`config.mk`:
```
export PLATFORM = sky130hd
export DESIGN_NAME = rapcore_top
export DESIGN_NICKNAME = d
export VERILOG_FILES = /design/src/hw/rapcore_pkg.sv /design/src/hw/command_decoder.sv /design/src/hw/hbridge_phase.sv /design/src/hw/move_executor.sv /design/src/hw/quad_encoder.sv /design/src/hw/rapcore_top.sv /design/src/hw/spi_peripheral.sv /design/src/hw/status_reporter.sv
export SDC_FILE = /design/constraint.sdc
export NUM_CORES = 1
export LEC_CHECK = 0
export ABC_AREA = 1
export BUFFER_PORTS_ARGS = -buffer_cell sky130_fd_sc_hd__buf_2
export CORE_UTILIZATION = 55
export CTS_BUF_LIST = sky130_fd_sc_hd__clkbuf_4 sky130_fd_sc_hd__clkbuf_8
export CTS_CLUSTER_DIAMETER = 30
export DETAILED_ROUTE_END_ITERATION = 7
export GPL_TIMING_DRIVEN = 0
export PLACE_DENSITY = 0.71
export SYNTH_ARGS = -nofsm -noshare
export SYNTH_HDL_FRONTEND = slang
export SYNTH_HIERARCHICAL = 1
export SYNTH_SLANG_ARGS = --single-unit
export TNS_END_PERCENT = 5
```
`constraint.sdc`:
```
create_clock -name CLK -period 13.5 [get_ports CLK]
set_input_delay 0.675 -clock CLK [delete_from_list [all_inputs] [get_ports CLK]]
set_output_delay 0.675 -clock CLK [all_outputs]
set_load 0.02 [all_outputs]
```
`src/hw/rapcore_pkg.sv`:
```
`default_nettype none

package rapcore_pkg;

  localparam int word_bits = 64;
  localparam int pwm_bits  = 8;

  localparam logic [7:0] op_cfg_write    = 8'h10;
  localparam logic [7:0] op_move         = 8'h20;
  localparam logic [7:0] op_read_encoder = 8'h30;
  localparam logic [7:0] op_read_status  = 8'h40;

  localparam logic [7:0] reg_microsteps = 8'd0;
  localparam logic [7:0] reg_current    = 8'd1;
  localparam logic [7:0] reg_enable     = 8'd2;

  typedef struct packed {
    logic [7:0]  opcode;
    logic [7:0]  addr;
    logic [15:0] rsvd;
    logic [31:0] value;
  } cfg_view_t;

  typedef struct packed {
    logic [7:0]  opcode;
    logic        dir;
    logic [6:0]  rsvd;
    logic [15:0] half_period; // CLK cycles
    logic [31:0] steps;
  } move_view_t;

  // Same 64 bits, read as either a register write or a move
  typedef union packed {
    cfg_view_t  cfg;
    move_view_t move;
  } spi_word_t;

  typedef struct packed {
    logic [2:0]          microsteps;
    logic [pwm_bits-1:0] current;
    logic                enable;
  } drive_cfg_t;

  typedef struct packed {
    logic        dir;
    logic [15:0] half_period;
    logic [31:0] steps;
  } move_cmd_t;

  typedef struct packed {
    logic        busy;
    logic        done;     // One cycle
    logic        rejected; // One cycle
    logic [31:0] remaining;
  } move_state_t;

  typedef enum logic [1:0] {
    reply_none    = 2'd0,
    reply_encoder = 2'd1,
    reply_status  = 2'd2
  } reply_sel_t;

endpackage

`default_nettype wire

```
`src/hw/command_decoder.sv`:
```
`timescale 1ns/1ps
`default_nettype none

module command_decoder import rapcore_pkg::*; (
  input  logic       CLK,
  input  logic       resetn,
  input  logic       word_valid,
  input  spi_word_t  word,
  output drive_cfg_t cfg,
  output logic       move_strobe,
  output move_cmd_t  move,
  output logic       reply_strobe,
  output reply_sel_t reply_sel
);

  always_ff @(posedge CLK) begin
    if (!resetn) begin
      cfg          <= '0;
      move_strobe  <= 1'b0;
      reply_strobe <= 1'b0;
      reply_sel    <= reply_none;
    end else begin
      move_strobe  <= 1'b0;
      reply_strobe <= 1'b0;
      if (word_valid) begin
        case (word.cfg.opcode)
          op_cfg_write: begin
            case (word.cfg.addr)
              reg_microsteps: cfg.microsteps <= word.cfg.value[2:0];
              reg_current:    cfg.current <= word.cfg.value[pwm_bits-1:0];
              reg_enable:     cfg.enable <= word.cfg.value[0];
              default: ; // Unknown register
            endcase
          end
          op_move: move_strobe <= 1'b1;
          op_read_encoder: begin
            reply_strobe <= 1'b1;
            reply_sel    <= reply_encoder;
          end
          op_read_status: begin
            reply_strobe <= 1'b1;
            reply_sel    <= reply_status;
          end
          default: ;
        endcase
      end
    end
  end

  // Move payload, valid with move_strobe
  always_ff @(posedge CLK) begin
    if (word_valid && word.move.opcode == op_move) begin
      move.dir         <= word.move.dir;
      move.half_period <= word.move.half_period;
      move.steps       <= word.move.steps;
    end
  end

endmodule

`default_nettype wire

```
`src/hw/hbridge_phase.sv`:
```
`timescale 1ns/1ps
`default_nettype none

module hbridge_phase import rapcore_pkg::*; (
  input  logic       CLK,
  input  logic       resetn,
  input  logic       step,
  input  logic       dir,
  input  drive_cfg_t cfg,
  output logic       phase_a1,
  output logic       phase_a2,
  output logic       phase_b1,
  output logic       phase_b2,
  output logic       vref_a,
  output logic       vref_b
);

  logic                step_q;
  logic [4:0]          position;
  logic [4:0]          increment;
  logic [1:0]          quadrant;
  logic [2:0]          idx;
  logic                a_pos;
  logic                b_pos;
  logic [pwm_bits-1:0] pwm_cnt;
  logic [15:0]         level_a;
  logic [15:0]         level_b;

  // Quarter sine sampled at bin centres
  function automatic logic [7:0] sine_lut(input logic [2:0] i);
    case (i)
      3'd0: sine_lut = 8'd25;
      3'd1: sine_lut = 8'd74;
      3'd2: sine_lut = 8'd120;
      3'd3: sine_lut = 8'd162;
      3'd4: sine_lut = 8'd197;
      3'd5: sine_lut = 8'd225;
      3'd6: sine_lut = 8'd244;
      default: sine_lut = 8'd254;
    endcase
  endfunction

  always_comb begin
    case (cfg.microsteps)
      3'd0: increment = 5'd8;
      3'd1: increment = 5'd4;
      3'd2: increment = 5'd2;
      default: increment = 5'd1;
    endcase
  end

  assign quadrant = position[4:3];
  assign idx      = position[2:0];
  assign a_pos    = ~(quadrant[1] ^ quadrant[0]); // Quadrants 0 and 3
  assign b_pos    = ~quadrant[1];
  // Coil A follows cosine, B follows sine
  assign level_a  = (quadrant[0] ? sine_lut(idx) : sine_lut(~idx)) * cfg.current;
  assign level_b  = (quadrant[0] ? sine_lut(~idx) : sine_lut(idx)) * cfg.current;

  always_ff @(posedge CLK) begin
    if (!resetn) begin
      step_q   <= 1'b0;
      position <= '0;
      pwm_cnt  <= '0;
      phase_a1 <= 1'b0;
      phase_a2 <= 1'b0;
      phase_b1 <= 1'b0;
      phase_b2 <= 1'b0;
      vref_a   <= 1'b0;
      vref_b   <= 1'b0;
    end else begin
      step_q  <= step;
      pwm_cnt <= pwm_cnt + 1'b1;
      if (step && !step_q) position <= dir ? position + increment : position - increment;
      phase_a1 <= cfg.enable & a_pos;
      phase_a2 <= cfg.enable & ~a_pos;
      phase_b1 <= cfg.enable & b_pos;
      phase_b2 <= cfg.enable & ~b_pos;
      vref_a   <= cfg.enable && (level_a[15:8] > pwm_cnt);
      vref_b   <= cfg.enable && (level_b[15:8] > pwm_cnt);
    end
  end

endmodule

`default_nettype wire

```
`src/hw/move_executor.sv`:
```
`timescale 1ns/1ps
`default_nettype none

module move_executor import rapcore_pkg::*; (
  input  logic        CLK,
  input  logic        resetn,
  input  logic        enable,
  input  logic        move_strobe,
  input  move_cmd_t   move,
  output logic        step,
  output logic        dir,
  output move_state_t state
);

  logic        busy;
  logic        done;
  logic        rejected;
  logic [31:0] remaining;
  logic [15:0] half_period;
  logic [15:0] timer;
  logic        toggle;

  // Half period of 0 or 1 toggles every cycle
  assign toggle = ({1'b0, timer} + 17'd1) >= {1'b0, half_period};

  always_ff @(posedge CLK) begin
    if (!resetn) begin
      busy      <= 1'b0;
      done      <= 1'b0;
      rejected  <= 1'b0;
      step      <= 1'b0;
      dir       <= 1'b0;
      remaining <= '0;
      timer     <= '0;
    end else begin
      done     <= 1'b0;
      rejected <= 1'b0;
      if (move_strobe) begin
        if (busy || !enable || move.steps == 32'd0) begin
          rejected <= 1'b1;
        end else begin
          busy      <= 1'b1;
          dir       <= move.dir;
          remaining <= move.steps;
          timer     <= '0;
          step      <= 1'b0;
        end
      end
      if (busy) begin
        if (toggle) begin
          timer <= '0;
          step  <= ~step;
          if (!step) begin
            remaining <= remaining - 32'd1; // Rising edge
          end else if (remaining == 32'd0) begin
            busy <= 1'b0;
            done <= 1'b1;
          end
        end else begin
          timer <= timer + 16'd1;
        end
      end
    end
  end

  always_ff @(posedge CLK) begin
    if (move_strobe && !busy) half_period <= move.half_period;
  end

  assign state.busy      = busy;
  assign state.done      = done;
  assign state.rejected  = rejected;
  assign state.remaining = remaining;

endmodule

`default_nettype wire

```
`src/hw/quad_encoder.sv`:
```
`timescale 1ns/1ps
`default_nettype none

module quad_encoder import rapcore_pkg::*; (
  input  logic               CLK,
  input  logic               resetn,
  input  logic               a,
  input  logic               b,
  output logic signed [63:0] count,
  output logic               fault
);

  logic [1:0] a_sync;
  logic [1:0] b_sync;
  logic       a_prev;
  logic       b_prev;
  logic       a_chg;
  logic       b_chg;
  logic       count_en;
  logic       up;

  assign a_chg    = a_sync[1] ^ a_prev;
  assign b_chg    = b_sync[1] ^ b_prev;
  assign count_en = a_chg ^ b_chg; // Exactly one input moved
  assign up       = a_sync[1] ^ b_prev; // A leading

  always_ff @(posedge CLK) begin
    if (!resetn) begin
      a_sync <= 2'b00;
      b_sync <= 2'b00;
      a_prev <= 1'b0;
      b_prev <= 1'b0;
      count  <= '0;
      fault  <= 1'b0;
    end else begin
      a_sync <= {a_sync[0], a};
      b_sync <= {b_sync[0], b};
      a_prev <= a_sync[1];
      b_prev <= b_sync[1];
      fault  <= a_chg & b_chg;
      if (count_en) count <= up ? count + 64'sd1 : count - 64'sd1;
    end
  end

endmodule

`default_nettype wire

```
`src/hw/rapcore_top.sv`:
```
`timescale 1ns/1ps
`default_nettype none

module rapcore_top import rapcore_pkg::*; (
  input  logic CLK,
  input  logic resetn,
  input  logic sck,
  input  logic cs,   // Active low
  input  logic copi,
  output logic cipo,
  input  logic enc_a,
  input  logic enc_b,
  output logic step,
  output logic dir,
  output logic enable,
  output logic phase_a1,
  output logic phase_a2,
  output logic phase_b1,
  output logic phase_b2,
  output logic vref_a,
  output logic vref_b
);

  spi_word_t          rx_word;
  spi_word_t          reply;
  logic               word_valid;
  drive_cfg_t         cfg;
  logic               move_strobe;
  move_cmd_t          move;
  logic               reply_strobe;
  reply_sel_t         reply_sel;
  move_state_t        move_state;
  logic signed [63:0] encoder_count;
  logic               encoder_fault;

  assign enable = cfg.enable;

  spi_peripheral spi0 (
    .CLK(CLK), .resetn(resetn), .sck(sck), .cs(cs), .copi(copi), .cipo(cipo),
    .reply(reply), .word_valid(word_valid), .word(rx_word)
  );

  command_decoder decode0 (
    .CLK(CLK), .resetn(resetn), .word_valid(word_valid), .word(rx_word),
    .cfg(cfg), .move_strobe(move_strobe), .move(move),
    .reply_strobe(reply_strobe), .reply_sel(reply_sel)
  );

  move_executor execute0 (
    .CLK(CLK), .resetn(resetn), .enable(cfg.enable), .move_strobe(move_strobe),
    .move(move), .step(step), .dir(dir), .state(move_state)
  );

  status_reporter result0 (
    .CLK(CLK), .resetn(resetn), .state(move_state), .cfg(cfg),
    .encoder_count(encoder_count), .encoder_fault(encoder_fault),
    .reply_strobe(reply_strobe), .reply_sel(reply_sel), .reply(reply)
  );

  quad_encoder encoder0 (
    .CLK(CLK), .resetn(resetn), .a(enc_a), .b(enc_b),
    .count(encoder_count), .fault(encoder_fault)
  );

  hbridge_phase bridge0 (
    .CLK(CLK), .resetn(resetn), .step(step), .dir(dir), .cfg(cfg),
    .phase_a1(phase_a1), .phase_a2(phase_a2), .phase_b1(phase_b1),
    .phase_b2(phase_b2), .vref_a(vref_a), .vref_b(vref_b)
  );

endmodule

`default_nettype wire

```
`src/hw/spi_peripheral.sv`:
```
`timescale 1ns/1ps
`default_nettype none

module spi_peripheral import rapcore_pkg::*; (
  input  logic      CLK,
  input  logic      resetn,
  input  logic      sck,
  input  logic      cs,
  input  logic      copi,
  output logic      cipo,
  input  spi_word_t reply,
  output logic      word_valid,
  output spi_word_t word
);

  logic [2:0] sck_q;
  logic [2:0] cs_q;
  logic [1:0] copi_q;
  logic       sck_rise;
  logic       sck_fall;
  logic       cs_fall;
  logic       cs_rise;
  logic       selected;
  logic [word_bits-1:0] shift_in;
  logic [word_bits-1:0] shift_out;
  logic [6:0] bit_cnt;

  // Two sync stages, third flop for edge detect
  always_ff @(posedge CLK) begin
    if (!resetn) begin
      sck_q  <= 3'b000;
      cs_q   <= 3'b111;
      copi_q <= 2'b00;
    end else begin
      sck_q  <= {sck_q[1:0], sck};
      cs_q   <= {cs_q[1:0], cs};
      copi_q <= {copi_q[0], copi};
    end
  end

  assign sck_rise = sck_q[1] & ~sck_q[2];
  assign sck_fall = ~sck_q[1] & sck_q[2];
  assign cs_fall  = ~cs_q[1] & cs_q[2];
  assign cs_rise  = cs_q[1] & ~cs_q[2];
  assign selected = ~cs_q[1];

  always_ff @(posedge CLK) begin
    if (!resetn) begin
      shift_out  <= '0;
      bit_cnt    <= '0;
      word_valid <= 1'b0;
    end else begin
      word_valid <= cs_rise && (bit_cnt == 7'd64); // Short or long frames dropped
      if (cs_fall) begin
        shift_out <= reply;
        bit_cnt   <= '0;
      end else if (selected) begin
        if (sck_fall) shift_out <= {shift_out[word_bits-2:0], 1'b0};
        if (sck_rise && bit_cnt != 7'h7f) bit_cnt <= bit_cnt + 7'd1;
      end
    end
  end

  always_ff @(posedge CLK) begin
    if (selected && sck_rise) shift_in <= {shift_in[word_bits-2:0], copi_q[1]};
    if (cs_rise) word <= shift_in;
  end

  assign cipo = shift_out[word_bits-1]; // MSB first

endmodule

`default_nettype wire

```
`src/hw/status_reporter.sv`:
```
`timescale 1ns/1ps
`default_nettype none

module status_reporter import rapcore_pkg::*; (
  input  logic               CLK,
  input  logic               resetn,
  input  move_state_t        state,
  input  drive_cfg_t         cfg,
  input  logic signed [63:0] encoder_count,
  input  logic               encoder_fault,
  input  logic               reply_strobe,
  input  reply_sel_t         reply_sel,
  output spi_word_t          reply
);

  logic [15:0] done_count;
  logic [15:0] reject_count;
  logic        fault_sticky;
  logic [word_bits-1:0] status_word;

  assign status_word = {state.busy, fault_sticky, 2'b00, cfg,
                        reject_count, done_count, state.remaining[15:0]};

  always_ff @(posedge CLK) begin
    if (!resetn) begin
      done_count   <= '0;
      reject_count <= '0;
      fault_sticky <= 1'b0;
    end else begin
      if (state.done) done_count <= done_count + 16'd1;
      if (state.rejected) reject_count <= reject_count + 16'd1;
      if (encoder_fault) fault_sticky <= 1'b1; // Cleared only by reset
    end
  end

  // Shifted out on the next frame
  always_ff @(posedge CLK) begin
    if (!resetn) begin
      reply <= '0;
    end else if (reply_strobe) begin
      case (reply_sel)
        reply_encoder: reply <= spi_word_t'(encoder_count);
        reply_status:  reply <= spi_word_t'(status_word);
        default: ;
      endcase
    end
  end

endmodule

`default_nettype wire

```
==> impl_results.md <==
- Outcome: complete, no violations
- Post-synth ARST share: 0%
- Clock Pin Slew Worst Setup and Hold Paths: 0.06 ns
- Die Y: 244 um
- Synth Area in Compound Gates: 10.4%
- Core footprint: 57700 sq um
- First DRT Iteration DRCs: 2781
- Die area: approximately 59000 sq um
- Grt ovf: 0
- Synth Cell Area: 32200 sq um
- Max-Cap Viols: 0
- CP arrival: 5.90 ns
- Final RePlAce weighted congestion: 1.01
- YS warnings: 6
- Most used cell, CP: nand2_1
- Area growth from synthesis to layout: 12.1%
- Initial core utilization: 55.8%
- Cts bufs inserted: 112
- Delay-heaviest family, CP: adder cells
- Post-synthesis register bit count: 530
- Peak supply drop: between 0.1 and 0.15 mV
- Vias per Instance: 5.28
- Mux cell area share after synthesis: 0%
- Final wirelength: between 80000 and 90000 um
- Most common cell after layout, fill and taps aside: nand2_1
- Crit start category: flip-flop
- Via count: between 20000 and 30000
- Post-Synth XOR/XNOR Area: 3.02%
- Setup crit end kind: flip-flop
- RSZ-0062 raised after global routing: false
- Slowest CP cell: fa_1
- Placement Setup Slack: 8.23 ns
- Utilization after layout: 62.5%
- Avg Synthesized Cell Area: 7.20 sq um
- Primary FF master, synth: dfxtp_1
- Drt pass-1 iters: 7
- Routed len/inst: 16.4 um
- Rel. slew slack: approximately a fifth
- Worst slew pin tran: 1.20 ns
- Final ANT Viol Nets: 0
- Crit path largest cell delay: 0.53 ns
- Worst path required time: 14.11 ns
- CP Max Fanout: 9
- Synth Area in Adders: 8.77%
- Net count after synthesis: ~4700
- Root Buffer: clkbuf_8
- Largest net degree at the start of global routing: 31
- Endpoints failing setup: 0
- I/O pin count: 17
- Crit path buf inv count: 6
- Initial antenna violation count: 1
- Post-synthesis instance total: 4467
- Yosys cell types: 48
- Clock latency on the worst-skew pair: 0.73 ns
- Remaining DRCs: 0
- Final Hold Vio Count: 0
- Final WS setup: 8.21 ns
- CTS tree: done
- Post-cts hold buffer count: 0
- Slew Limit Fails: 0
- All-Layer GR Usage: 30.3%
- Final net count: around 4800
- Hold crit path type: in -> reg
- Hold_ws: about 0.13 ns
- Post-CTS Setup Bufs: 0
- Post-synth EDFFs: 193
- Num rows: 88
- Post-synthesis sequential area ratio: about 40%
- Layout cells sized above 1: 9.26%
- Min cycle time layout: 5.29 ns
- Fmax: about 190 MHz
- Total Power: around 4600 uW
- Die X: 244 um
- Dpl hpwl: ~68000 um
- PwrDens: around 130 nW/um^2
- CTS Buffer Depth: 3
- CP Class: reg -> reg
- PortBufs: 16
- Simple-Gate Fraction of Synth Area: 28.4%
- First-pass GRT wire length: approximately 140000 um
- Tcrit/Tclk final: 39.2%
- Vias in the first global route: 26500
- Clock skew: between 0.02 and 0.03 ns
- Commonest cells after routing, fill and taps aside: nand2_1, inv_1, nor2_1
- Post-CTS resize count: 0
- Clk sink count: between 500 and 600
- Main combinational cell family by area after synthesis: simple AND/OR/NAND/NOR gates
- CTS H-Tree Depth: 3
- LEAKAGE: 0.0174 uW
- Setup TNS: 0 ns
## final cells by class
| type | count | area, sq um |
|---|---|---|
| timing repair buffer | 21 | 188 |
| clock inverter | 70 | 851 |
| sequential | 530 | 12500 |
| fill | 5323 | 21600 |
| buffer | 158 | 902 |
| clock buffer | 142 | 1860 |
| inverter | 650 | 2450 |
| tap | 765 | 957 |
| multi-input combinational | 3129 | 16300 |
| antenna | 1 | 2.50 |
## worst paths after layout
kind | startpoint | to | slack (ns) | cells past startpoint
worst max-delay path | bridge0/position[0] | bridge0/vref_a | 8.21 | 29
worst min-delay path | cs | spi0/cs_q[0] | 0.13 | 2
worst max register to register | bridge0/position[0] | bridge0/vref_a | 8.21 | 29
worst min register to register | encoder0/b_sync[0] | encoder0/b_sync[1] | 0.41 | 2
## power breakdown
group / switching, uW / leakage [uW] / internal [uW]
combinational: 640 / 0.0116 / 257
sequential: 46.0 / 0.00437 / 1700
clock: 817 / 0.00138 / 1190
## stage by stage
stage	cells	cell area (sq um)
floorplan	4467	32200
global placement	5248	33200
detailed placement	5253	33300
CTS	5465	36100
global route	5466	36100
finish	5466	36100
## cell families (layout without fill, tap and decap cells)
| logic type | after synthesis | in the layout |
|---|---|---|
| AO/OA/AOI/OAI | 604 | 604 |
| adder cells (fa/ha/maj) | 183 | 183 |
| XOR/XNOR | 111 | 111 |
| AND/OR/NAND/NOR | 2231 | 2231 |
| flip-flops | 530 | 530 |
| other | 0 | 1 |
| buffers and inverters | 808 | 1041 |
## registers in the layout, summed over array words and instances, names as in the netlist, 32 cells and up
name and flops:
encoder0/count 64, result0/reply 64, spi0/shift_in 64, spi0/shift_out 64, spi0/word 64, decode0/move 49
execute0/remaining 32
## layer usage
| layer | GRT usage (%) | vias to the layer above | share of wire [%] |
|---|---|---|---|
| li1 | - | 14500 | - |
| met4 | 9.21 | 0 | 2.3 |
| met5 | 0 | - | 0 |
| met2 | 44.9 | 1009 | 42 |
| met1 | 44.5 | 13200 | 47 |
| met3 | 5.76 | 152 | 8.7 |
## cells in the mapped netlist, types with 16 or more instances
| cell type | n | area share, % |
|---|---|---|
| nand2_1 | 1268 | 15 |
| inv_1 | 628 | 7.3 |
| nor2_1 | 614 | 7.2 |
| dfxtp_1 | 337 | 21 |
| a21oi_1 | 311 | 4.8 |
| edfxtp_1 | 193 | 18 |
| o21ai_0 | 193 | 3.0 |
| nand3_1 | 163 | 2.5 |
| ha_1 | 112 | 4.4 |
| xor2_1 | 77 | 2.1 |
| fa_1 | 71 | 4.4 |
| clkbuf_1 | 66 | 0.77 |
| a41oi_1 | 56 | 1.5 |
| nand4_1 | 55 | 1.1 |
| buf_2 | 51 | 0.79 |
| xnor2_1 | 34 | 0.93 |
| nor2_2 | 28 | 0.54 |
| nor3_1 | 28 | 0.44 |
| nand2_2 | 23 | 0.45 |
| buf_6 | 21 | 0.74 |
| buf_4 | 16 | 0.37 |
## worst register-to-register path, delay by kind of cell (launching register included)
kind,cells,cell delay (ns)
buf+inv,6,0.45
flops,1,0.34
fa+ha+maj,6,2.65
compound gates,2,0.44
simple gates,15,1.32
Power figures use the tool's default switching activity.
